[config.mk]
export PLATFORM = sky130hd
export DESIGN_NAME = spi_resp_top
export DESIGN_NICKNAME = d
export VERILOG_FILES = /design/src/hw/spi_resp_pkg.sv /design/src/hw/chunk_stream_if.sv /design/src/hw/packet_disassembler.sv /design/src/hw/response_arbiter.sv /design/src/hw/spi_resp_top.sv
export VERILOG_INCLUDE_DIRS = /design/src /design/src/hw
export SDC_FILE = /design/constraint.sdc
export NUM_CORES = 1
export LEC_CHECK = 0
export BUFFER_PORTS_ARGS = -buffer_cell sky130_fd_sc_hd__buf_2
export CAP_MARGIN = 25
export CORE_MARGIN = 2
export CORE_UTILIZATION = 55
export CTS_CLUSTER_DIAMETER = 30
export CTS_CLUSTER_SIZE = 24
export DETAILED_ROUTE_END_ITERATION = 8
export GPL_ROUTABILITY_DRIVEN = 0
export GPL_TIMING_DRIVEN = 0
export PLACE_DENSITY_LB_ADDON = 0.05
export SLEW_MARGIN = 20
export SYNTH_ARGS = -nofsm -noshare
export SYNTH_HDL_FRONTEND = slang
export SYNTH_HIERARCHICAL = 1
export SYNTH_SLANG_ARGS = --single-unit
[constraint.sdc]
create_clock -name clk -period 5.5 [get_ports clk]
set_input_delay 1.1 -clock clk [delete_from_list [all_inputs] [get_ports clk]]
set_output_delay 1.1 -clock clk [all_outputs]
set_load 0.03 [all_outputs]
[src/hw/spi_resp_defines.svh]
`ifndef SPI_RESP_DEFINES_SVH
`define SPI_RESP_DEFINES_SVH

// width of one whole response word handed over by a source
`define RESP_BITS 32

// width of one chunk on the SPI transmit side
`define CHUNK_BITS 8

// a response word is cut into this many chunks
`define CHUNKS_PER_RESP 4

// response sources at the top level and the width of their id
`define NUM_SOURCES 3
`define SRC_ID_BITS 2

`endif

[src/hw/spi_resp_pkg.sv]
`default_nettype none

`include "spi_resp_defines.svh"

package spi_resp_pkg;

  // one whole response word as it arrives from a source
  typedef logic [`RESP_BITS-1:0] resp_data_t;

  // one chunk of a response word
  typedef logic [`CHUNK_BITS-1:0] chunk_t;

  // index of a response source
  typedef logic [`SRC_ID_BITS-1:0] src_id_t;

  // outgoing frame with the source id above the chunk
  typedef logic [`SRC_ID_BITS+`CHUNK_BITS-1:0] frame_t;

  // counts the chunks of a word down to zero
  typedef logic [1:0] chunk_idx_t;

  // the disassembler either waits for a word or sends its chunks
  typedef enum logic {IDLE, SEND} disasm_state_e;

endpackage

`default_nettype wire

[src/hw/chunk_stream_if.sv]
`timescale 1ns/1ps
`default_nettype none

// a val/rdy stream of chunks, with last marking the final chunk of a packet
interface chunk_stream_if import spi_resp_pkg::*; ();

  // the producer raises val and holds msg and last until rdy is seen
  logic   val;
  chunk_t msg;
  logic   last;

  // the consumer drives rdy, and it may look at val to do so
  logic   rdy;

  // the disassembler side of the stream
  modport source (
    output val,
    output msg,
    output last,
    input  rdy
  );

  // the arbiter side of the stream
  modport sink (
    input  val,
    input  msg,
    input  last,
    output rdy
  );

endinterface

`default_nettype wire

[src/hw/packet_disassembler.sv]
`timescale 1ns/1ps
`default_nettype none

`include "spi_resp_defines.svh"

// cuts one response word into chunks and sends them most significant first
module packet_disassembler import spi_resp_pkg::*; (
  input  logic            clk,
  input  logic            reset,

  // response word from the source
  input  logic            resp_val,
  output logic            resp_rdy,
  input  resp_data_t      resp_msg,

  // chunk stream towards the arbiter
  chunk_stream_if.source  out
);

  disasm_state_e state_q;
  disasm_state_e state_d;

  // index of the chunk presented on the stream
  chunk_idx_t idx_q;
  chunk_idx_t idx_d;

  // the word being sent, held for the whole packet
  resp_data_t word_q;

  logic chunk_fire;
  logic word_fire;

  // a new word is only taken while nothing is being sent
  assign resp_rdy = (state_q == IDLE);

  assign word_fire  = resp_val && resp_rdy;
  assign chunk_fire = out.val && out.rdy;

  // the stream is valid for the whole time the word is being sent
  assign out.val  = (state_q == SEND);
  assign out.msg  = word_q[idx_q * `CHUNK_BITS +: `CHUNK_BITS];
  assign out.last = (state_q == SEND) && (idx_q == '0);

  always_comb begin
    state_d = state_q;
    idx_d   = idx_q;
    case (state_q)
      IDLE: begin
        // start from the most significant chunk of the new word
        if (word_fire) begin
          state_d = SEND;
          idx_d   = chunk_idx_t'(`CHUNKS_PER_RESP - 1);
        end
      end
      SEND: begin
        if (chunk_fire) begin
          // the final chunk hands the stage back to the source side
          if (idx_q == '0) begin
            state_d = IDLE;
          end else begin
            idx_d = idx_q - 1'b1;
          end
        end
      end
      default: begin
        state_d = IDLE;
      end
    endcase
  end

  always_ff @(posedge clk) begin
    if (reset) begin
      state_q <= IDLE;
      idx_q   <= chunk_idx_t'(`CHUNKS_PER_RESP - 1);
    end else begin
      state_q <= state_d;
      idx_q   <= idx_d;
    end
  end

  // the payload register only loads when a word is accepted
  always_ff @(posedge clk) begin
    if (word_fire) begin
      word_q <= resp_msg;
    end
  end

  // a stalled chunk must not change until the arbiter takes it
  chunk_held_a: assert property (
    @(posedge clk) disable iff (reset)
    out.val && !out.rdy |=> out.val && $stable(out.msg) && $stable(out.last)
  ) else $error("chunk changed while stalled");

  // an accepted word shows its top chunk one cycle later
  // and the source side stays blocked while it is being sent
  first_chunk_a: assert property (
    @(posedge clk) disable iff (reset)
    word_fire |=> out.val && !resp_rdy
      && (out.msg == $past(resp_msg[`RESP_BITS-1 -: `CHUNK_BITS]))
  ) else $error("accepted word did not start with its top chunk");

endmodule

`default_nettype wire

[src/hw/response_arbiter.sv]
`timescale 1ns/1ps
`default_nettype none

`include "spi_resp_defines.svh"

// picks one chunk stream at a time and tags each chunk with the source id
// a source keeps the grant from its first chunk until its last one is taken
module response_arbiter import spi_resp_pkg::*; #(
  parameter int num_sources = 2
) (
  input  logic          clk,
  input  logic          reset,

  // chunk streams from the disassemblers
  chunk_stream_if.sink  in [num_sources],

  // tagged frames towards the SPI transmit side
  output logic          frame_val,
  input  logic          frame_rdy,
  output frame_t        frame_msg,
  output logic          frame_last
);

  // the id of every source must fit in the frame header
  if (num_sources < 2 || num_sources > (1 << `SRC_ID_BITS)) begin : g_bad_count
    $error("response_arbiter needs 2 to %0d sources", 1 << `SRC_ID_BITS);
  end

  // flat copies of the stream signals so they can be indexed in loops
  logic   in_val  [num_sources];
  chunk_t in_msg  [num_sources];
  logic   in_last [num_sources];
  logic   [num_sources-1:0] in_rdy;

  for (genvar g = 0; g < num_sources; g++) begin : g_port
    assign in_val[g]  = in[g].val;
    assign in_msg[g]  = in[g].msg;
    assign in_last[g] = in[g].last;
    assign in[g].rdy  = in_rdy[g];
  end

  // set while a packet is partly sent and paired with the source that owns it
  logic    locked_q;
  src_id_t owner_q;

  src_id_t enc_id;
  src_id_t grant_id;
  chunk_t  grant_msg;
  logic    frame_fire;

  // fixed priority encoder where the lowest valid index wins
  always_comb begin
    enc_id = '0;
    for (int i = num_sources - 1; i >= 0; i--) begin
      if (in_val[i]) begin
        enc_id = src_id_t'(i);
      end
    end
  end

  // a packet in flight keeps its owner, otherwise the encoder decides
  assign grant_id = locked_q ? owner_q : enc_id;

  // route the granted stream to the output and only give it the ready
  always_comb begin
    frame_val  = 1'b0;
    grant_msg  = '0;
    frame_last = 1'b0;
    for (int j = 0; j < num_sources; j++) begin
      if (grant_id == src_id_t'(j)) begin
        frame_val  = in_val[j];
        grant_msg  = in_msg[j];
        frame_last = in_last[j];
        in_rdy[j]  = frame_rdy;
      end else begin
        in_rdy[j]  = 1'b0;
      end
    end
  end

  // the source id goes in front of the chunk
  assign frame_msg = {grant_id, grant_msg};

  assign frame_fire = frame_val && frame_rdy;

  always_ff @(posedge clk) begin
    if (reset) begin
      locked_q <= 1'b0;
      owner_q  <= '0;
    end else if (frame_fire) begin
      // a taken chunk that is not the last one pins the grant
      locked_q <= !frame_last;
      owner_q  <= grant_id;
    end
  end

  // the rest of a packet follows from the same source without a gap in val
  owner_kept_a: assert property (
    @(posedge clk) disable iff (reset)
    frame_fire && !frame_last |=> frame_val && (grant_id == $past(grant_id))
  ) else $error("packet was interrupted by another source");

  // under back-pressure the offered frame stays exactly as it is
  frame_held_a: assert property (
    @(posedge clk) disable iff (reset)
    frame_val && !frame_rdy |=> frame_val && $stable(frame_msg) && $stable(frame_last)
  ) else $error("frame changed while stalled");

endmodule

`default_nettype wire

[src/hw/spi_resp_top.sv]
`timescale 1ns/1ps
`default_nettype none

`include "spi_resp_defines.svh"

// response return path with one disassembler per source and a shared arbiter
module spi_resp_top import spi_resp_pkg::*; (
  input  logic       clk,
  input  logic       reset,

  // one response port per source
  input  logic       resp_val [`NUM_SOURCES],
  output logic       resp_rdy [`NUM_SOURCES],
  input  resp_data_t resp_msg [`NUM_SOURCES],

  // tagged frames towards the SPI transmit side
  output logic       frame_val,
  input  logic       frame_rdy,
  output frame_t     frame_msg,
  output logic       frame_last
);

  // one chunk stream between each disassembler and the arbiter
  chunk_stream_if chunk_if [`NUM_SOURCES] ();

  // each source gets its own disassembler
  // which holds the word while its chunks go out
  for (genvar g = 0; g < `NUM_SOURCES; g++) begin : g_src
    packet_disassembler disasm_i (
      .clk      (clk),
      .reset    (reset),
      .resp_val (resp_val[g]),
      .resp_rdy (resp_rdy[g]),
      .resp_msg (resp_msg[g]),
      .out      (chunk_if[g])
    );
  end

  // the arbiter adds no latency
  // so the first frame leaves one cycle after a word is accepted
  response_arbiter #(
    .num_sources (`NUM_SOURCES)
  ) arbiter_i (
    .clk        (clk),
    .reset      (reset),
    .in         (chunk_if),
    .frame_val  (frame_val),
    .frame_rdy  (frame_rdy),
    .frame_msg  (frame_msg),
    .frame_last (frame_last)
  );

endmodule

`default_nettype wire

## After elaboration in Yosys (flattened, before gate mapping)

Cells that the tools add are included.

| word-level totals | value |
|---|---|
| bits in registers | 108 |
| bits in latches | 0 |
| memory bits (writable) | 0 |
| memory bits (read-only) | 0 |
| bits of input ports | 102 |
| logic and storage cells | 89 |
| memories | 0 |

| operators by class | value |
|---|---|
| add/subtract/negate cells | 3 |
| multiply operators | 0 |
| div/mod/pow operators | 0 |
| magnitude comparators | 0 |
| equal/unequal tests | 11 |
| shift-type cells | 3 |
| multiplexer cells | 40 |
| bitwise gates (word level) | 3 |
| reduce and logical (&&, ||, !) cells | 18 |

Operators by type and width:

| kind | count |
|---|---|
| $shiftx A32 B6 Y8 | 3 |
| $mux W2 | 13 |
| $mux W8 | 3 |
| $mux W1 | 18 |
| $ne A2 B2 Y1 const B | 9 |
| $pmux W2 S2 | 3 |
| $logic_and A1 B1 Y1 | 10 |
| $reduce_and A3 Y1 | 3 |
| $logic_not A2 Y1 | 4 |
| $pmux W1 S2 | 3 |
| $sub A2 B1 Y2 const B | 3 |
| $not A1 Y1 | 3 |
| $eq A2 B1 Y1 const B | 1 |
| $eq A2 B2 Y1 const B | 1 |
| $logic_not A1 Y1 | 1 |

## Logic depth before layout (Yosys ltp)

| depth | value |
|---|---|
| depth after elaboration | 9 |
| gate-level depth with buffers | 9 |
| gate-level depth less buffers | 8 |

## Cells and area by module

The synthesis kept the hierarchy.

Modules (own cells, without submodules):

| module | times used | cells each | area each (µm²) |
|---|---|---|---|
| packet_disassembler | 3 | 61 | 1311.3 |
| response_arbiter | 1 | 67 | 457.9 |

## Least setup slack after synthesis

No wires, ideal clock.

| timing | value |
|---|---|
| kind | register to output |
| start point | register g_src[1].disasm_i.state_q |
| end point | output frame_msg[0] |
| arrival time | 1.961 ns |
| path slack | 2.439 ns |
| cell stages (with the launch flop) | 6 |
| path buffers | 0 |
| path through | dfxtp_1 nor3b_2 nor2_1 inv_2 mux2i_1 o21ai_0 |

| on the way | value |
|---|---|
| word-level cells in the longest chain between the ends | 7 |
| elaborated cells on any way between the ends | 9 |
| classes of those cells | eq/ne: 2; mux: 6; reduce/logical: 1 |

RTL lines:

| element | RTL line | text |
|---|---|---|
| from (decl) | packet_disassembler.sv:20 | `disasm_state_e state_q;` |
| from (signal assigned) | packet_disassembler.sv:76 | `state_q <= state_d;` |
| $mux W2 (*) (2 in a row) | response_arbiter.sv:55 | `if (in_val[i]) begin` |
| $mux W2 (*) | response_arbiter.sv:62 | `assign grant_id = locked_q ? owner_q : enc_id;` |
| named net frame_msg[8] | spi_resp_top.sv:19 | `output frame_t frame_msg,` |
| $logic_not A2 Y1 | response_arbiter.sv:70 | `if (grant_id == src_id_t'(j)) begin` |
| $mux W8 (2 in a row) | response_arbiter.sv:70 |  |
| $mux W8 (*) | response_arbiter.sv:70 |  |
| to (decl) | spi_resp_top.sv:19 |  |

Mark *: on every way through the listed nets, which the timed path passes. The rest lies on a longest branch.

## Final worst setup path

| timing | value |
|---|---|
| start point | register g_src[2].disasm_i.state_q |
| end point | output frame_last |

| on the way | value |
|---|---|
| word-level cells in the longest chain between the ends | 8 |
| elaborated cells on any way between the ends | 11 |
| classes of those cells | eq/ne: 2; mux: 7; reduce/logical: 2 |

RTL lines:

| element | RTL line | text |
|---|---|---|
| from (decl) | packet_disassembler.sv:20 |  |
| from (signal assigned) | packet_disassembler.sv:76 |  |
| $mux W2 (3 in a row) | response_arbiter.sv:55 |  |
| $mux W2 | response_arbiter.sv:62 |  |
| $logic_not A2 Y1 | response_arbiter.sv:70 |  |
| $mux W1 (2 in a row) | response_arbiter.sv:70 |  |
| $mux W1 (*) | response_arbiter.sv:70 |  |
| to (decl) | spi_resp_top.sv:20 | `output logic frame_last` |

Every way passes the cells marked *; elsewhere a longest branch is shown, timed or not.

==> results_dict.tcl <==
set metrics [dict create \
    cts.sink_count 108 \
    design_area_final_um2 5374 \
    grt_pass1_wl_um 12850 \
    post-synth-top-count-cell "sky130_fd_sc_hd__edfxtp_1" \
    worstPathArrival_ns 2.38 \
    outcome "finished clean" \
    place.detailed.hpwl_um 6110 \
    die_w_um 93.36 \
    min-delay-path-class "reg -> reg" \
    dr.first_iter.drc_count 128 \
    most_area_consuming_cells_after_synthesis "sky130_fd_sc_hd__edfxtp_1, sky130_fd_sc_hd__mux4_2, sky130_fd_sc_hd__dfxtp_1, sky130_fd_sc_hd__mux2i_1, sky130_fd_sc_hd__a21oi_1" \
    required_time_at_the_worst_slack_endpoint_ns 4.40 \
    post_layout_nonfiller_instances 487 \
    worst_setup_path_end_kind "output pin" \
    power.density_nw_per_um2 299.2 \
    cts_max_path_buffers 2 \
    synthCells 250 \
    unrepaired_setup_endpoints_after_global_routing "false" \
    resize_count_post_cts 0 \
    die_area_um2 8716 \
    postRouteAntennaNets 0 \
    diodes 0 \
    report.final.slew_viol_count 0 \
    initial_core_util_pct 56.83 \
    worst-path-max-fanout 9 \
    synth.avg_cell_area_um2 17.57 \
    timing.hold.worst.start "arbiter_i/owner_q[1]" \
    worstReg2RegEnd "g_src[1].disasm_i/idx_q[1]" \
    path_buf_inv 1 \
    synth_seq_area_share_pct 71.11 \
    grt_max_degree 31 \
    via_total_after_detailed_routing 2625 \
    timing_worst_slew_pin_value_ns 0.4759 \
    tns_ns 0 \
    drc 0 \
    timing.critical_path.from_type "flop" \
    setup_violations 0 \
    post_drt_wl_per_cell_um 16.71 \
    synth_cell_types 33 \
    layout.core_utilization_pct 69.54 \
    r2r-start "g_src[1].disasm_i/out.val" \
    drt_pass1_iterations 4 \
    track_usage_pct 20.09 \
    cts.htree.levels 3 \
    yosys_register_bits 108 \
    fillCellCount 535 \
    synthFlopType "sky130_fd_sc_hd__edfxtp_1" \
    maxCapViolations 0 \
    syn_to_layout_area_delta_pct 22.36 \
    fin_worst_hold_slack_ns 0.6094 \
    detail_route.wirelength_um 8140 \
    detailed_place.area_um2 5190 \
    max-slew-margin-rel_pct 68.21 \
    ratio_of_final_minimum_period_to_clock_period_pct 63.19 \
    hold_buffers 0 \
    hold_violations 0 \
    power.ir.vdd_worst_uv 200.6 \
    yosysTopAreaCell "sky130_fd_sc_hd__edfxtp_1" \
    worstHoldPathCells 2 \
    ff2ff_setup_slack_ns 3.35 \
    share_of_layout_cells_above_drive_strength_1_pct 45.45 \
    cts-buffers-inserted 9 \
    yosys-top-cells-count "sky130_fd_sc_hd__edfxtp_1, sky130_fd_sc_hd__mux4_2, sky130_fd_sc_hd__nand2_1, sky130_fd_sc_hd__dfxtp_1, sky130_fd_sc_hd__nor2_1" \
    critPathKind "reg -> out" \
    die_h_um 93.36 \
    area_share_of_the_largest_cell_type_after_synthesis_pct 65.64 \
    viasPerCell 5.390 \
    grt_antenna_before_repair 0 \
    placedCellCount 471 \
    cts_tree "done" \
    max_stage_delay_ns 0.54 \
    timing.reg2reg.worst_path_depth 8 \
    number_of_i_o_port_buffers 116 \
    number_of_setup_buffers_added_after_cts 0 \
    core_um2 7727 \
    worst_clock_skew_ns 0.01532 \
    synth-edff-count 96 \
    synth-warning-count 6 \
    clkTransAtPathRegs_ns 0.10 \
    clock_root_cell "sky130_fd_sc_hd__clkbuf_8" \
    worst_hold_path_ep "arbiter_i/owner_q[1]" \
    clkLatencyLatePin_ns 0.36 \
    final_net_count 485 \
    globalRouteOverflowTotal 0 \
    power.leakage_nw 2.136 \
    syn_area_um2 4392 \
    synth-async-reset-ratio_pct 0 \
    clock_period_minus_final_worst_setup_slack_ns 3.476 \
    crit_chain "or4b_4 > a211oi_4 > and2_1 > or2_1 > buf_2" \
    timing.fmax_mhz 287.7 \
    crit_family "simple AND/OR/NAND/NOR gates" \
    io_pins 117 \
    timing.critical_path.slowest_stage_cell "sky130_fd_sc_hd__or4b_4" \
    first_global_vias 2733 \
    mappedNetlistNets 355 \
    number_of_standard_cell_rows_in_the_floorplan 32 \
]
## state kept, by name (all words and copies together) (netlist names)
register / cells
g_src.disasm_i/word_q: 96
arbiter_i/owner_q: 2
g_src.disasm_i/out.val: 3
arbiter_i/locked_q: 1
g_src.disasm_i/idx_q: 6
## per-layer routing
layer	vias up	track usage (%)	wire [um]
met4	0	7.475	85
li1	1252	-	-
met3	8	3.707	487
met2	88	35.07	4416
met5	-	0	0
met1	1277	25.13	3151
## tightest hold or removal path, cell delays in order, from the launching register on
cell	delay, ns
sky130_fd_sc_hd__dfxtp_1	0.37
sky130_fd_sc_hd__a21oi_1	0.14
sky130_fd_sc_hd__nor3_1	0.06
## cells in the final DEF, fill, tap and decap left out, types with 2 or more instances in the layout
cell type / count
sky130_fd_sc_hd__o31ai_1: 2
sky130_fd_sc_hd__nand3_1: 2
sky130_fd_sc_hd__nand2b_1: 4
sky130_fd_sc_hd__nor4_1: 3
sky130_fd_sc_hd__nor2_1: 12
sky130_fd_sc_hd__a211oi_1: 4
sky130_fd_sc_hd__o21ai_0: 9
sky130_fd_sc_hd__nor3_1: 3
sky130_fd_sc_hd__buf_6: 3
sky130_fd_sc_hd__nor4b_1: 3
sky130_fd_sc_hd__and2_1: 5
sky130_fd_sc_hd__nand2_1: 13
sky130_fd_sc_hd__mux4_2: 24
sky130_fd_sc_hd__a21o_1: 3
sky130_fd_sc_hd__dfxtp_1: 12
sky130_fd_sc_hd__ha_1: 3
sky130_fd_sc_hd__mux2i_1: 8
sky130_fd_sc_hd__inv_1: 10
sky130_fd_sc_hd__edfxtp_1: 96
sky130_fd_sc_hd__nor2b_4: 3
sky130_fd_sc_hd__clkinv_2: 2
sky130_fd_sc_hd__clkbuf_8: 9
sky130_fd_sc_hd__buf_2: 121
sky130_fd_sc_hd__inv_6: 3
sky130_fd_sc_hd__a21oi_1: 11
sky130_fd_sc_hd__buf_12: 2
## cell type report
| cell class | instances | area, um2 | share of cell area [%] |
|---|---|---|---|
| Clock inverter | 7 | 60.06 | 1.118 |
| Tap cell | 102 | 127.6 | 2.375 |
| Clock buffer | 9 | 123.9 | 2.305 |
| Inverter | 11 | 41.29 | 0.7683 |
| Sequential cell | 108 | 3123 | 58.11 |
| Multi-Input combinational cell | 123 | 1191 | 22.17 |
| Buffer | 8 | 58.81 | 1.094 |
| Timing Repair Buffer | 119 | 648.1 | 12.06 |
## through the flow
step	total power [W]	setup slack, ns
after floorplan	0.001099	2.439
after global placement	0.001173	1.879
after detailed placement	0.001188	2.403
after CTS	0.001626	1.990
after global routing	0.001676	1.874
final	0.001608	2.024
## report_power, final
part	total (W)	leakage (nW)	internal [W]	switching (W)
Clock	0.000440	0.0932	0.000172	0.000269
Combinational	0.000206	1.03	0.0000897	0.000116
Sequential	0.000962	1.01	0.000944	0.0000171
## how the worst max path moves through the flow
stage,from,endpoint,depth (start not counted)
3_5_place_dp,g_src[2].disasm_i/out.val,frame_last,5
6_report,g_src[2].disasm_i/out.val,frame_last,5
2_1_floorplan,g_src[1].disasm_i/out.val,frame_msg[0],5
5_1_grt,g_src[2].disasm_i/out.val,frame_last,5
3_3_place_gp,resp_val[2],g_src[0].disasm_i/word_q[21],2
4_1_cts,g_src[2].disasm_i/out.val,frame_last,5
## cell families (layout without fill, tap and decap cells)
family / Yosys count / in the layout / synth area share, %
AND/OR/NAND/NOR: 53 / 53 / 6.524
multiplexers: 32 / 32 / 14.13
AO/OA/AOI/OAI: 35 / 35 / 5.100
adder cells (fa/ha/maj): 3 / 3 / 0.8548
buffers and inverters: 19 / 154 / 2.279
flip-flops: 108 / 108 / 71.11
(Power assumes the default switching activity.)
